$ cat src/include/cache_bank_cfg.svh
`ifndef CACHE_BANK_CFG_SVH
`define CACHE_BANK_CFG_SVH

// Bank geometry
`define CB_WAYS      4
`define CB_SETS      4
`define CB_ADDR_W    15
`define CB_LINE_W    128
`define CB_WORD_W    32
`define CB_WAY_W     2
`define CB_AGE_W     2

// Physical address fields
`define CB_OFFSET_W  4
`define CB_WSEL_LSB  2
`define CB_WSEL_W    2
`define CB_INDEX_LSB 4
`define CB_INDEX_W   2
`define CB_TAG_LSB   6
`define CB_TAG_W     9

`endif

$ cat src/hdl/cache_bank_pkg.sv
`include "cache_bank_cfg.svh"

package cache_bank_pkg;

    // Byte address, {tag, index, word, byte}
    typedef logic [`CB_ADDR_W-1:0] addr_t;

    typedef logic [`CB_TAG_W-1:0] tag_t;
    typedef logic [`CB_INDEX_W-1:0] index_t;
    typedef logic [`CB_WSEL_W-1:0] word_sel_t;

    typedef logic [`CB_WAY_W-1:0] way_t;
    typedef logic [`CB_WAYS-1:0] way_mask_t;

    typedef logic [`CB_WORD_W-1:0] word_t;

    // Word 0 in the low bits
    typedef logic [`CB_LINE_W-1:0] line_t;

    // 0 is most recently used
    typedef logic [`CB_AGE_W-1:0] age_t;

    typedef enum logic [2:0] {
        IDLE,
        LOOKUP,
        WB_REQ,
        WB_DONE,
        FILL_REQ,
        FILL_DONE,
        ACCESS,
        RESP
    } ctrl_state_t;

endpackage

$ cat src/hdl/tag_store.sv
`include "cache_bank_cfg.svh"

module tag_store (
    input  logic                      clk,
    input  logic                      arst_n,
    input  cache_bank_pkg::index_t    index,
    input  cache_bank_pkg::tag_t      tag_in,
    input  cache_bank_pkg::way_mask_t valid_bits,
    input  logic                      tag_wr,
    input  cache_bank_pkg::way_t      wr_way,
    output logic                      hit,
    output cache_bank_pkg::way_t      hit_way,
    input  cache_bank_pkg::way_t      victim_way,
    output cache_bank_pkg::tag_t      victim_tag
);

    cache_bank_pkg::tag_t      tags_q [`CB_SETS][`CB_WAYS];
    cache_bank_pkg::way_mask_t match;

    // Compare all ways of the set in parallel
    always_comb begin
        for (int w = 0; w < `CB_WAYS; w++) begin
            match[w] = valid_bits[w] && (tags_q[index][w] == tag_in);
        end
    end

    assign hit = |match;

    always_comb begin
        hit_way = '0;
        for (int w = 0; w < `CB_WAYS; w++) begin
            if (match[w]) begin
                hit_way = cache_bank_pkg::way_t'(w);
            end
        end
    end

    // Tag of the line about to be evicted
    assign victim_tag = tags_q[index][victim_way];

    always_ff @(posedge clk or negedge arst_n) begin
        if (!arst_n) begin
            for (int s = 0; s < `CB_SETS; s++) begin
                for (int w = 0; w < `CB_WAYS; w++) begin
                    tags_q[s][w] <= '0;
                end
            end
        end else if (tag_wr) begin
            tags_q[index][wr_way] <= tag_in;
        end
    end

endmodule

$ cat config.mk
export PLATFORM = sky130hd
export DESIGN_NAME = tag_store
export DESIGN_NICKNAME = d
export VERILOG_FILES = /design/src/hdl/cache_bank_pkg.sv /design/src/hdl/tag_store.sv
export VERILOG_INCLUDE_DIRS = /design/src /design/src/include
export SDC_FILE = /design/constraint.sdc
export NUM_CORES = 1
export LEC_CHECK = 0
export BUFFER_PORTS_ARGS = -buffer_cell sky130_fd_sc_hd__buf_2
export CAP_MARGIN = 10
export CORE_MARGIN = 2
export CORE_UTILIZATION = 55
export CTS_BUF_LIST = sky130_fd_sc_hd__clkbuf_4 sky130_fd_sc_hd__clkbuf_8 sky130_fd_sc_hd__clkbuf_16
export CTS_CLUSTER_SIZE = 16
export DETAILED_ROUTE_END_ITERATION = 12
export GPL_TIMING_DRIVEN = 1
export PLACE_DENSITY = 0.72
export SYNTH_ARGS = -nofsm -noshare
export SYNTH_HDL_FRONTEND = slang
export SYNTH_SLANG_ARGS = --single-unit
$ cat constraint.sdc
create_clock -name clk -period 3.4 [get_ports clk]
set_input_delay 0.17 -clock clk [delete_from_list [all_inputs] [get_ports clk]]
set_output_delay 0.17 -clock clk [all_outputs]
set_load 0.01 [all_outputs]
==> insert_results.sql, run 1 <==
INSERT INTO impl_metrics (metric_group, metric, value, unit) VALUES
('timing', 'fmax', '0.356', 'GHz'),
('cells_and_area', 'drive_gt1_share', '45.3', '%'),
('timing', 'max_slew_margin', '45.8', '%'),
('detailed_routing', 'viasPerCell', '6.09', ''),
('yosys', 'synth.top_cells.by_area', 'sky130_fd_sc_hd__dfrtp_1 (50%), sky130_fd_sc_hd__mux2_2 (21%), sky130_fd_sc_hd__mux4_2 (8.7%)', ''),
('cells_and_area', 'largest_register_ffs', '144', ''),
('die', 'initial_core_util', '56.7', '%'),
('timing', 'finalSetupViolations', '0', ''),
('placed_design', 'dpl-instance-area', '7450', 'um^2'),
('clock_tree', 'cts_tree', 'yes', ''),
('pwr', 'internal_power', '0.00385', 'W'),
('timing', 'slew_violations', '0', ''),
('hold_path', 'hold_wc_path_type', 'in -> reg', ''),
('global_route', 'globalRouteOverflowTotal', '0', ''),
('yosys', 'ys_seq_area_share', '50.0', '%'),
('clock_tree', 'clk_sinks', '144', ''),
('die', 'top_level_ports', '34', ''),
('global_route', 'grt_start_max_net_pins', '90', ''),
('clock_tree', 'cts-root-buf', 'sky130_fd_sc_hd__clkbuf_16', ''),
('yosys', 'yosys-top-cells-count', 'sky130_fd_sc_hd__dfrtp_1 (144), sky130_fd_sc_hd__mux2_2 (134), sky130_fd_sc_hd__clkbuf_1 (28), sky130_fd_sc_hd__mux4_2 (28), sky130_fd_sc_hd__nand2_1 (26)', ''),
('placed_design', 'place_congestion', '0.892', ''),
('timing', 'hold_violations', '0', ''),
('timing', 'period_needed', '2.81', 'ns'),
('pwr', 'comb_power_share', '21.3', '%'),
('cells_and_area', 'registers.top_by_ff_count', 'tags_q', ''),
('pwr', 'seq_power_share', '43.8', '%'),
('yosys', 'post-synth-top-area-fraction', '50.0', '%'),
('clock_tree', 'worstSkewPairLatency', '0.42', 'ns'),
('yosys', 'synthDominantAreaCellType', 'sky130_fd_sc_hd__dfrtp_1', ''),
('detailed_routing', 'postRouteWirelength', '16100', 'um'),
('pwr', 'pwr_density_cell', '654', 'nW/um^2'),
('die', 'die_height', '119', 'um'),
('yosys', 'ys_types', '43', ''),
('clock_tree', 'clock_tree.buffer_depth', '2', ''),
('clock_tree', 'numCtsBuffers', '17', ''),
('detailed_routing', 'drc_errors', '0', ''),
('timing', 'fin_clk_skew', '0', 'ns'),
('detailed_routing', 'first_iter_violations', '499', ''),
('die', 'die_width', '119', 'um'),
('job', 'max-cap-violations', '0', ''),
('pwr', 'vdd_ir_drop_max', '0.000458', 'V'),
('critical_path', 'classification_of_the_worst_setup_path', 'in -> out', ''),
('pwr', 'p_leak', '3.48', 'nW'),
('cells_and_area', 'reg_top3', 'tags_q: 144 flops', ''),
('cells_and_area', 'final_cell_area', '8060', 'um^2'),
('pwr', 'power_switching_share', '26.9', '%'),
('critical_path', 'timing.critical_path.required', '3.23', 'ns'),
('yosys', 'dominant_register_cell_in_the_synthesized_netlist', 'sky130_fd_sc_hd__dfrtp_1', ''),
('timing', 'min_period_over_period', '82.6', '%'),
('critical_path', 'crit_path_start_kind', 'input port', ''),
('critical_path', 'timing.critical_path.arrival', '2.64', 'ns'),
('yosys', 'synth_async_sr_flop_share', '100', '%'),
('yosys', 'postSynthRegisterBits', '144', ''),
('cells_and_area', 'fillCellCount', '994', ''),
('yosys', 'synth.avg_cell_area', '14.1', 'um^2'),
('status', 'outcome', 'complete, no violations', ''),
('critical_path', 'worstPathMaxFanout', '23', ''),
('clock_tree', 'maximum_level_of_the_cts_h_tree', '4', ''),
('detailed_routing', 'final_antenna_net_count', '0', ''),
('cells_and_area', 'areaGrowthSynthToFinish', '11.8', '%'),
('timing', 'totalNegativeSetupSlack', '0', 'ns'),
('detailed_routing', 'wl_per_cell', '22.4', 'um'),
('die', 'coreArea', '12700', 'um^2'),
('die', 'die_area', '14000', 'um^2'),
('placed_design', 'port_buffer_count', '33', ''),
('yosys', 'post_synth_instance_area', '7210', 'um^2'),
('cells_and_area', 'postLayoutCoreUtil', '63.4', '%'),
('pwr', 'switching_power', '0.00142', 'W'),
('timing', 'tightest_slew', '0.813', 'ns'),
('detailed_routing', 'routed-via-count', '4372', ''),
('placed_design', 'dp.final_hpwl', '10600', 'um');
## what timing repair did
item,CTS,global route
hold buffers,1,0
setup buffers,0,0
resized for setup,0,0
endpoints found under the setup margin,0,0
endpoints found under the hold margin,87,0
## cells by family (layout without fill, tap and decap cells)
kind of cell | after synthesis | in the layout | share of synthesized area [%]
flip-flops | 144 | 144 | 50.0
AO/OA/AOI/OAI | 36 | 36 | 3.25
multiplexers | 186 | 186 | 34.7
AND/OR/NAND/NOR | 66 | 66 | 4.69
XOR/XNOR | 36 | 36 | 4.37
buffers and inverters | 42 | 77 | 3.04
other | 0 | 1 | 0
## stage by stage
step	setup WS, ns	hold WS [ns]	power, W	instances
6_report	0.590	0.298	0.00527	718
5_1_grt	0.360	0.301	0.00552	717
4_1_cts	0.546	0.282	0.00531	717
3_5_place_dp	0.554	0.294	0.00345	684
3_3_place_gp	0.579	0.277	0.00340	684
2_1_floorplan	1.42	-0.126	0.00312	510
## cells in the final DEF, fill, tap and decap left out, types with 2 or more instances in the layout
cell type / synthesis / layout
sky130_fd_sc_hd__nor4_1: 3 / 3
sky130_fd_sc_hd__o311ai_0: 2 / 2
sky130_fd_sc_hd__nand4_1: 3 / 3
sky130_fd_sc_hd__clkbuf_8: 0 / 5
sky130_fd_sc_hd__inv_6: 0 / 4
sky130_fd_sc_hd__mux2_2: 134 / 134
sky130_fd_sc_hd__mux4_2: 28 / 28
sky130_fd_sc_hd__clkbuf_16: 0 / 17
sky130_fd_sc_hd__nand2_1: 26 / 26
sky130_fd_sc_hd__clkinv_4: 0 / 3
sky130_fd_sc_hd__o21ai_0: 16 / 16
sky130_fd_sc_hd__nand3b_1: 3 / 3
sky130_fd_sc_hd__or3_1: 2 / 2
sky130_fd_sc_hd__mux2i_1: 14 / 14
sky130_fd_sc_hd__o2111ai_1: 3 / 3
sky130_fd_sc_hd__xnor2_1: 18 / 18
sky130_fd_sc_hd__mux4_1: 7 / 7
sky130_fd_sc_hd__nor2_1: 5 / 5
sky130_fd_sc_hd__nand2b_1: 4 / 4
sky130_fd_sc_hd__a21oi_1: 5 / 5
sky130_fd_sc_hd__xor2_1: 18 / 18
sky130_fd_sc_hd__o211ai_1: 2 / 2
sky130_fd_sc_hd__nand3_1: 4 / 4
sky130_fd_sc_hd__buf_4: 3 / 8
sky130_fd_sc_hd__buf_2: 3 / 32
sky130_fd_sc_hd__nor2b_1: 2 / 2
sky130_fd_sc_hd__dfrtp_1: 144 / 144
sky130_fd_sc_hd__mux2_1: 2 / 2
sky130_fd_sc_hd__nor2_2: 9 / 9
sky130_fd_sc_hd__inv_1: 2 / 2
sky130_fd_sc_hd__nor3_1: 2 / 2
## worst max-delay path: stages
cell                        delay, ns
sky130_fd_sc_hd__buf_2           0.59
sky130_fd_sc_hd__buf_4           0.32
sky130_fd_sc_hd__mux2_2          0.38
sky130_fd_sc_hd__a32oi_1         0.20
sky130_fd_sc_hd__o2111ai_1       0.17
sky130_fd_sc_hd__or4_4           0.56
sky130_fd_sc_hd__nand4_1         0.10
sky130_fd_sc_hd__buf_2           0.13
## worst paths after layout
check / startpoint / endpoint / slack, ns / cells after the start
worst max-delay path: index[0] / hit / 0.59 / 8
worst min-delay path: tag_in[5] / tags_q[59]$_DFFE_PN0P_ / 0.30 / 2
worst max register to register: tags_q[66]$_DFFE_PN0P_ / tags_q[66]$_DFFE_PN0P_ / 2.60 / 1
worst min register to register: tags_q[142]$_DFFE_PN0P_ / tags_q[142]$_DFFE_PN0P_ / 0.48 / 2
max in group asynchronous: arst_n / tags_q[143]$_DFFE_PN0P_ / 2.09 / 3
min in group asynchronous: arst_n / tags_q[49]$_DFFE_PN0P_ / 0.36 / 2
## cell type report
type                       instances  area, um^2  area share, %
antenna                            1        2.50         0.0310
tap                              172         215           2.67
clock inverter                     9        96.3           1.20
sequential                       144        3600           44.7
multi-input combinational        324        3390           42.0
timing repair buffer              42         241           3.00
inverter                           3        11.3          0.140
clock buffer                      23         502           6.22
## metal layers
metal / GRT usage, % / part of all wire (%)
met1: 34.7 / 45
met2: 38.6 / 47
met3: 5.89 / 6.0
met4: 8.26 / 1.5
met5: 0 / 0
## power by group through the flow
stage | clock [W] | combinational, W | sequential [W]
floorplan | 0 | 0.000865 | 0.00226
global placement | 0 | 0.00109 | 0.00231
detailed placement | 0 | 0.00112 | 0.00233
CTS | 0.00187 | 0.00113 | 0.00231
global route | 0.00194 | 0.00122 | 0.00235
finish | 0.00184 | 0.00112 | 0.00231
Note: power is estimated with default switching activity, not from simulation.
==> run 2: changes to the inputs <==
==> constraint.sdc (replaced) <==
create_clock -name clk -period 2.6 [get_ports clk]
set_input_delay 0.13 -clock clk [delete_from_list [all_inputs] [get_ports clk]]
set_output_delay 0.13 -clock clk [all_outputs]
set_load 0.01 [all_outputs]
==> run 2 against run 1 <==
Net effect:
- routed wire length rose by 0.67%
- highest routed layer unchanged
- design area rose by 2.2%
- worst hold slack got worse by 0.15 ns
- critical path type is now reg -> out
- non-clock buffer count rose by 12
- flip-flop and latch count is the same
- first-iteration DRC count is 16% lower
- sequential share of layout area decreased by 0.96 points
- sequential power rose by 31%
==> insert_results.sql, run 2 (synthesis gave the netlist of run 1 again) <==
INSERT INTO impl_metrics (metric_group, metric, value, unit) VALUES
('status', 'outcome', 'complete, no violations', ''),
('global_route', 'first_pass_grt_wire_length', '26200', 'um'),
('die', 'coreArea', '12700', 'um^2'),
('cells_and_area', 'layout.cells.most_common', 'sky130_fd_sc_hd__dfrtp_1', ''),
('critical_path', 'classification_of_the_worst_setup_path', 'reg -> out', ''),
('critical_path', 'r2r_end', 'tags_q[38]$_DFFE_PN0P_', ''),
('die', 'die_area', '14000', 'um^2'),
('cells_and_area', 'reg_top3', 'tags_q: 144 flops', ''),
('pwr', 'report.power.total', '0.00703', 'W'),
('clock_tree', 'cts-root-buf', 'sky130_fd_sc_hd__clkbuf_16', ''),
('pwr', 'p_leak', '3.55', 'nW'),
('hold_path', 'whs_path_cells', '3', ''),
('timing', 'holdWs', '0.148', 'ns'),
('detailed_routing', 'viasPerCell', '6.08', ''),
('cells_and_area', 'fillCellCount', '978', ''),
('detailed_routing', 'routed-via-count', '4435', ''),
('timing', 'final_critical_path_setup_slack', '0.0374', 'ns'),
('die', 'core.rowCount', '41', ''),
('critical_path', 'worstReg2RegStart', 'tags_q[38]$_DFFE_PN0P_', ''),
('die', 'die_width', '119', 'um'),
('hold_path', 'hold_wc_path_type', 'in -> reg', ''),
('critical_path', 'crit_path_start_kind', 'flop', ''),
('pwr', 'vdd_ir_drop_max', '0.000644', 'V'),
('critical_path', 'timing.critical_path.arrival', '2.43', 'ns'),
('timing', 'fin_clk_skew', '0', 'ns'),
('critical_path', 'ff2ff_path_depth', '2', ''),
('timing', 'slew_violations', '0', ''),
('detailed_routing', 'drc_errors', '0', ''),
('placed_design', 'place_congestion', '0.857', ''),
('timing', 'totalNegativeSetupSlack', '0', 'ns'),
('timing', 'rsz0062_at_grt', 'true', ''),
('clock_tree', 'numCtsBuffers', '17', ''),
('hold_path', 'hold_path_end', 'tags_q[124]$_DFFE_PN0P_', ''),
('detailed_routing', 'drt_pass1_iterations', '4', ''),
('global_route', 'globalRouteOverflowTotal', '0', ''),
('job', 'max-cap-violations', '0', ''),
('detailed_routing', 'wl_per_cell', '22.2', 'um'),
('critical_path', 'timing.critical_path.required', '2.47', 'ns'),
('global_route', 'grt_start_max_net_pins', '64', ''),
('timing', 'period_needed', '2.56', 'ns'),
('global_route', 'gr-usage-all-layers', '24.8', '%'),
('pwr', 'pwr_density_cell', '853', 'nW/um^2'),
('placed_design', 'dp.final_hpwl', '11000', 'um'),
('timing', 'fmax', '0.390', 'GHz'),
('hold_path', 'hp-start', 'wr_way[1]', ''),
('cells_and_area', 'drive_gt1_share', '49.1', '%'),
('clock_tree', 'cts_tree', 'yes', ''),
('detailed_routing', 'final_antenna_net_count', '0', ''),
('clock_tree', 'clkSlewWorstSetupHoldPaths', '0.05', 'ns'),
('placed_design', 'port_buffer_count', '33', ''),
('critical_path', 'worstPathMaxFanout', '2', ''),
('detailed_routing', 'first_iter_violations', '418', ''),
('cells_and_area', 'registers.top_by_ff_count', 'tags_q', ''),
('cells_and_area', 'areaGrowthSynthToFinish', '14.2', '%'),
('die', 'initial_core_util', '56.7', '%'),
('timing', 'hold_violations', '0', ''),
('global_route', 'antenna_violations_before_repair', '1', ''),
('cells_and_area', 'largest_register_ffs', '144', ''),
('detailed_routing', 'postRouteWirelength', '16200', 'um'),
('clock_tree', 'maximum_level_of_the_cts_h_tree', '4', ''),
('clock_tree', 'clk_sinks', '144', ''),
('clock_tree', 'worstSkewPairLatency', '0.42', 'ns'),
('die', 'top_level_ports', '34', ''),
('timing', 'finalSetupViolations', '0', ''),
('timing', 'max_slew_margin', '53.1', '%'),
('clock_tree', 'clock_tree.buffer_depth', '2', ''),
('placed_design', 'pre_cts_slack', '0.150', 'ns'),
('die', 'die_height', '119', 'um'),
('cells_and_area', 'finalNetCount', '566', ''),
('timing', 'min_period_over_period', '98.6', '%'),
('timing', 'tightest_slew', '0.703', 'ns'),
('critical_path', 'r2r_setup_slack', '1.73', 'ns'),
('critical_path', 'timing.critical_path.to_type', 'primary output', ''),
('cells_and_area', 'layout.cells.most_common_list', 'sky130_fd_sc_hd__dfrtp_1 (144), sky130_fd_sc_hd__mux2_2 (134), sky130_fd_sc_hd__mux4_2 (32), sky130_fd_sc_hd__buf_2 (32), sky130_fd_sc_hd__nand2_1 (26)', ''),
('global_route', 'vias_in_the_first_global_route', '4636', '');
==> run 2: cell types whose count changed in the layout (fill, tap and decap cells not counted), moves of 4 or more <==
cell / delta
sky130_fd_sc_hd__xnor2_1: -4
sky130_fd_sc_hd__mux4_1: -4
sky130_fd_sc_hd__mux4_2: +4
sky130_fd_sc_hd__inv_6: -4
sky130_fd_sc_hd__xnor2_2: +4
sky130_fd_sc_hd__clkbuf_4: +4
sky130_fd_sc_hd__buf_4: +10
==> run 2: worst max-delay path, cell delays in order (launching register included) <==
cell	delay [ns]
sky130_fd_sc_hd__dfrtp_1	0.38
sky130_fd_sc_hd__mux4_2	0.52
sky130_fd_sc_hd__xnor2_2	0.16
sky130_fd_sc_hd__nand3_2	0.15
sky130_fd_sc_hd__or4_4	0.56
sky130_fd_sc_hd__nand4_1	0.10
sky130_fd_sc_hd__buf_2	0.14
==> run 2: how the worst max path moves through the flow <==
| stage | startpoint | end | slack [ns] |
|---|---|---|---|
| 2_1_floorplan | tags_q[17]$_DFFE_PN0P_ | hit | 0.68 |
| 3_3_place_gp | index[1] | hit_way[0] | 0.19 |
| 3_5_place_dp | index[0] | hit | 0.15 |
| 4_1_cts | tags_q[82]$_DFFE_PN0P_ | hit | 0.002 |
| 5_1_grt | tags_q[4]$_DFFE_PN0P_ | hit_way[0] | -0.04 |
| 6_report | tags_q[9]$_DFFE_PN0P_ | hit | 0.04 |
==> run 2: repair_timing <==
item	CTS	global route
pin swaps	0	5
buffers inserted	0	5
resized for setup	2	16
hold endpoints to repair	61	0
endpoints found under the setup margin	3	3
hold buffers	1	0
==> run 2: final cells by class <==
type                    instances  area, um^2  share of cell area (%)
clock buffers                  26         518                    6.29
clock inverters                 5        77.6                   0.942
flip-flops and latches        144        3600                    43.7
repair buffers                 54         357                    4.33
well taps                     172         215                    2.61
multi-input cells             324        3450                    41.9
inverters                       3        11.3                   0.137
diodes                          1        2.50                  0.0304
==> run 2: stage by stage <==
step	area, um^2	util [%]	std cells
CTS	8140	64.0	723
detailed placement	7530	59.2	691
global route	8240	64.7	728
floorplan	7210	-	510
global placement	7530	59.2	691
finish	8240	64.8	729
==> run 2: report_power, final <==
part / total, W / internal (W) / switching, W / leakage, nW
Combinational: 0.00156 / 0.000868 / 0.000694 / 1.48
Sequential: 0.00303 / 0.00276 / 0.000271 / 1.77
Clock: 0.00244 / 0.00156 / 0.000879 / 0.297
==> run 2: routing by layer <==
metal	global-route usage [%]	share of wire, %
met2	39.1	49
met1	33.4	43
met5	0	0
met3	7.53	6.9
met4	7.51	1.3
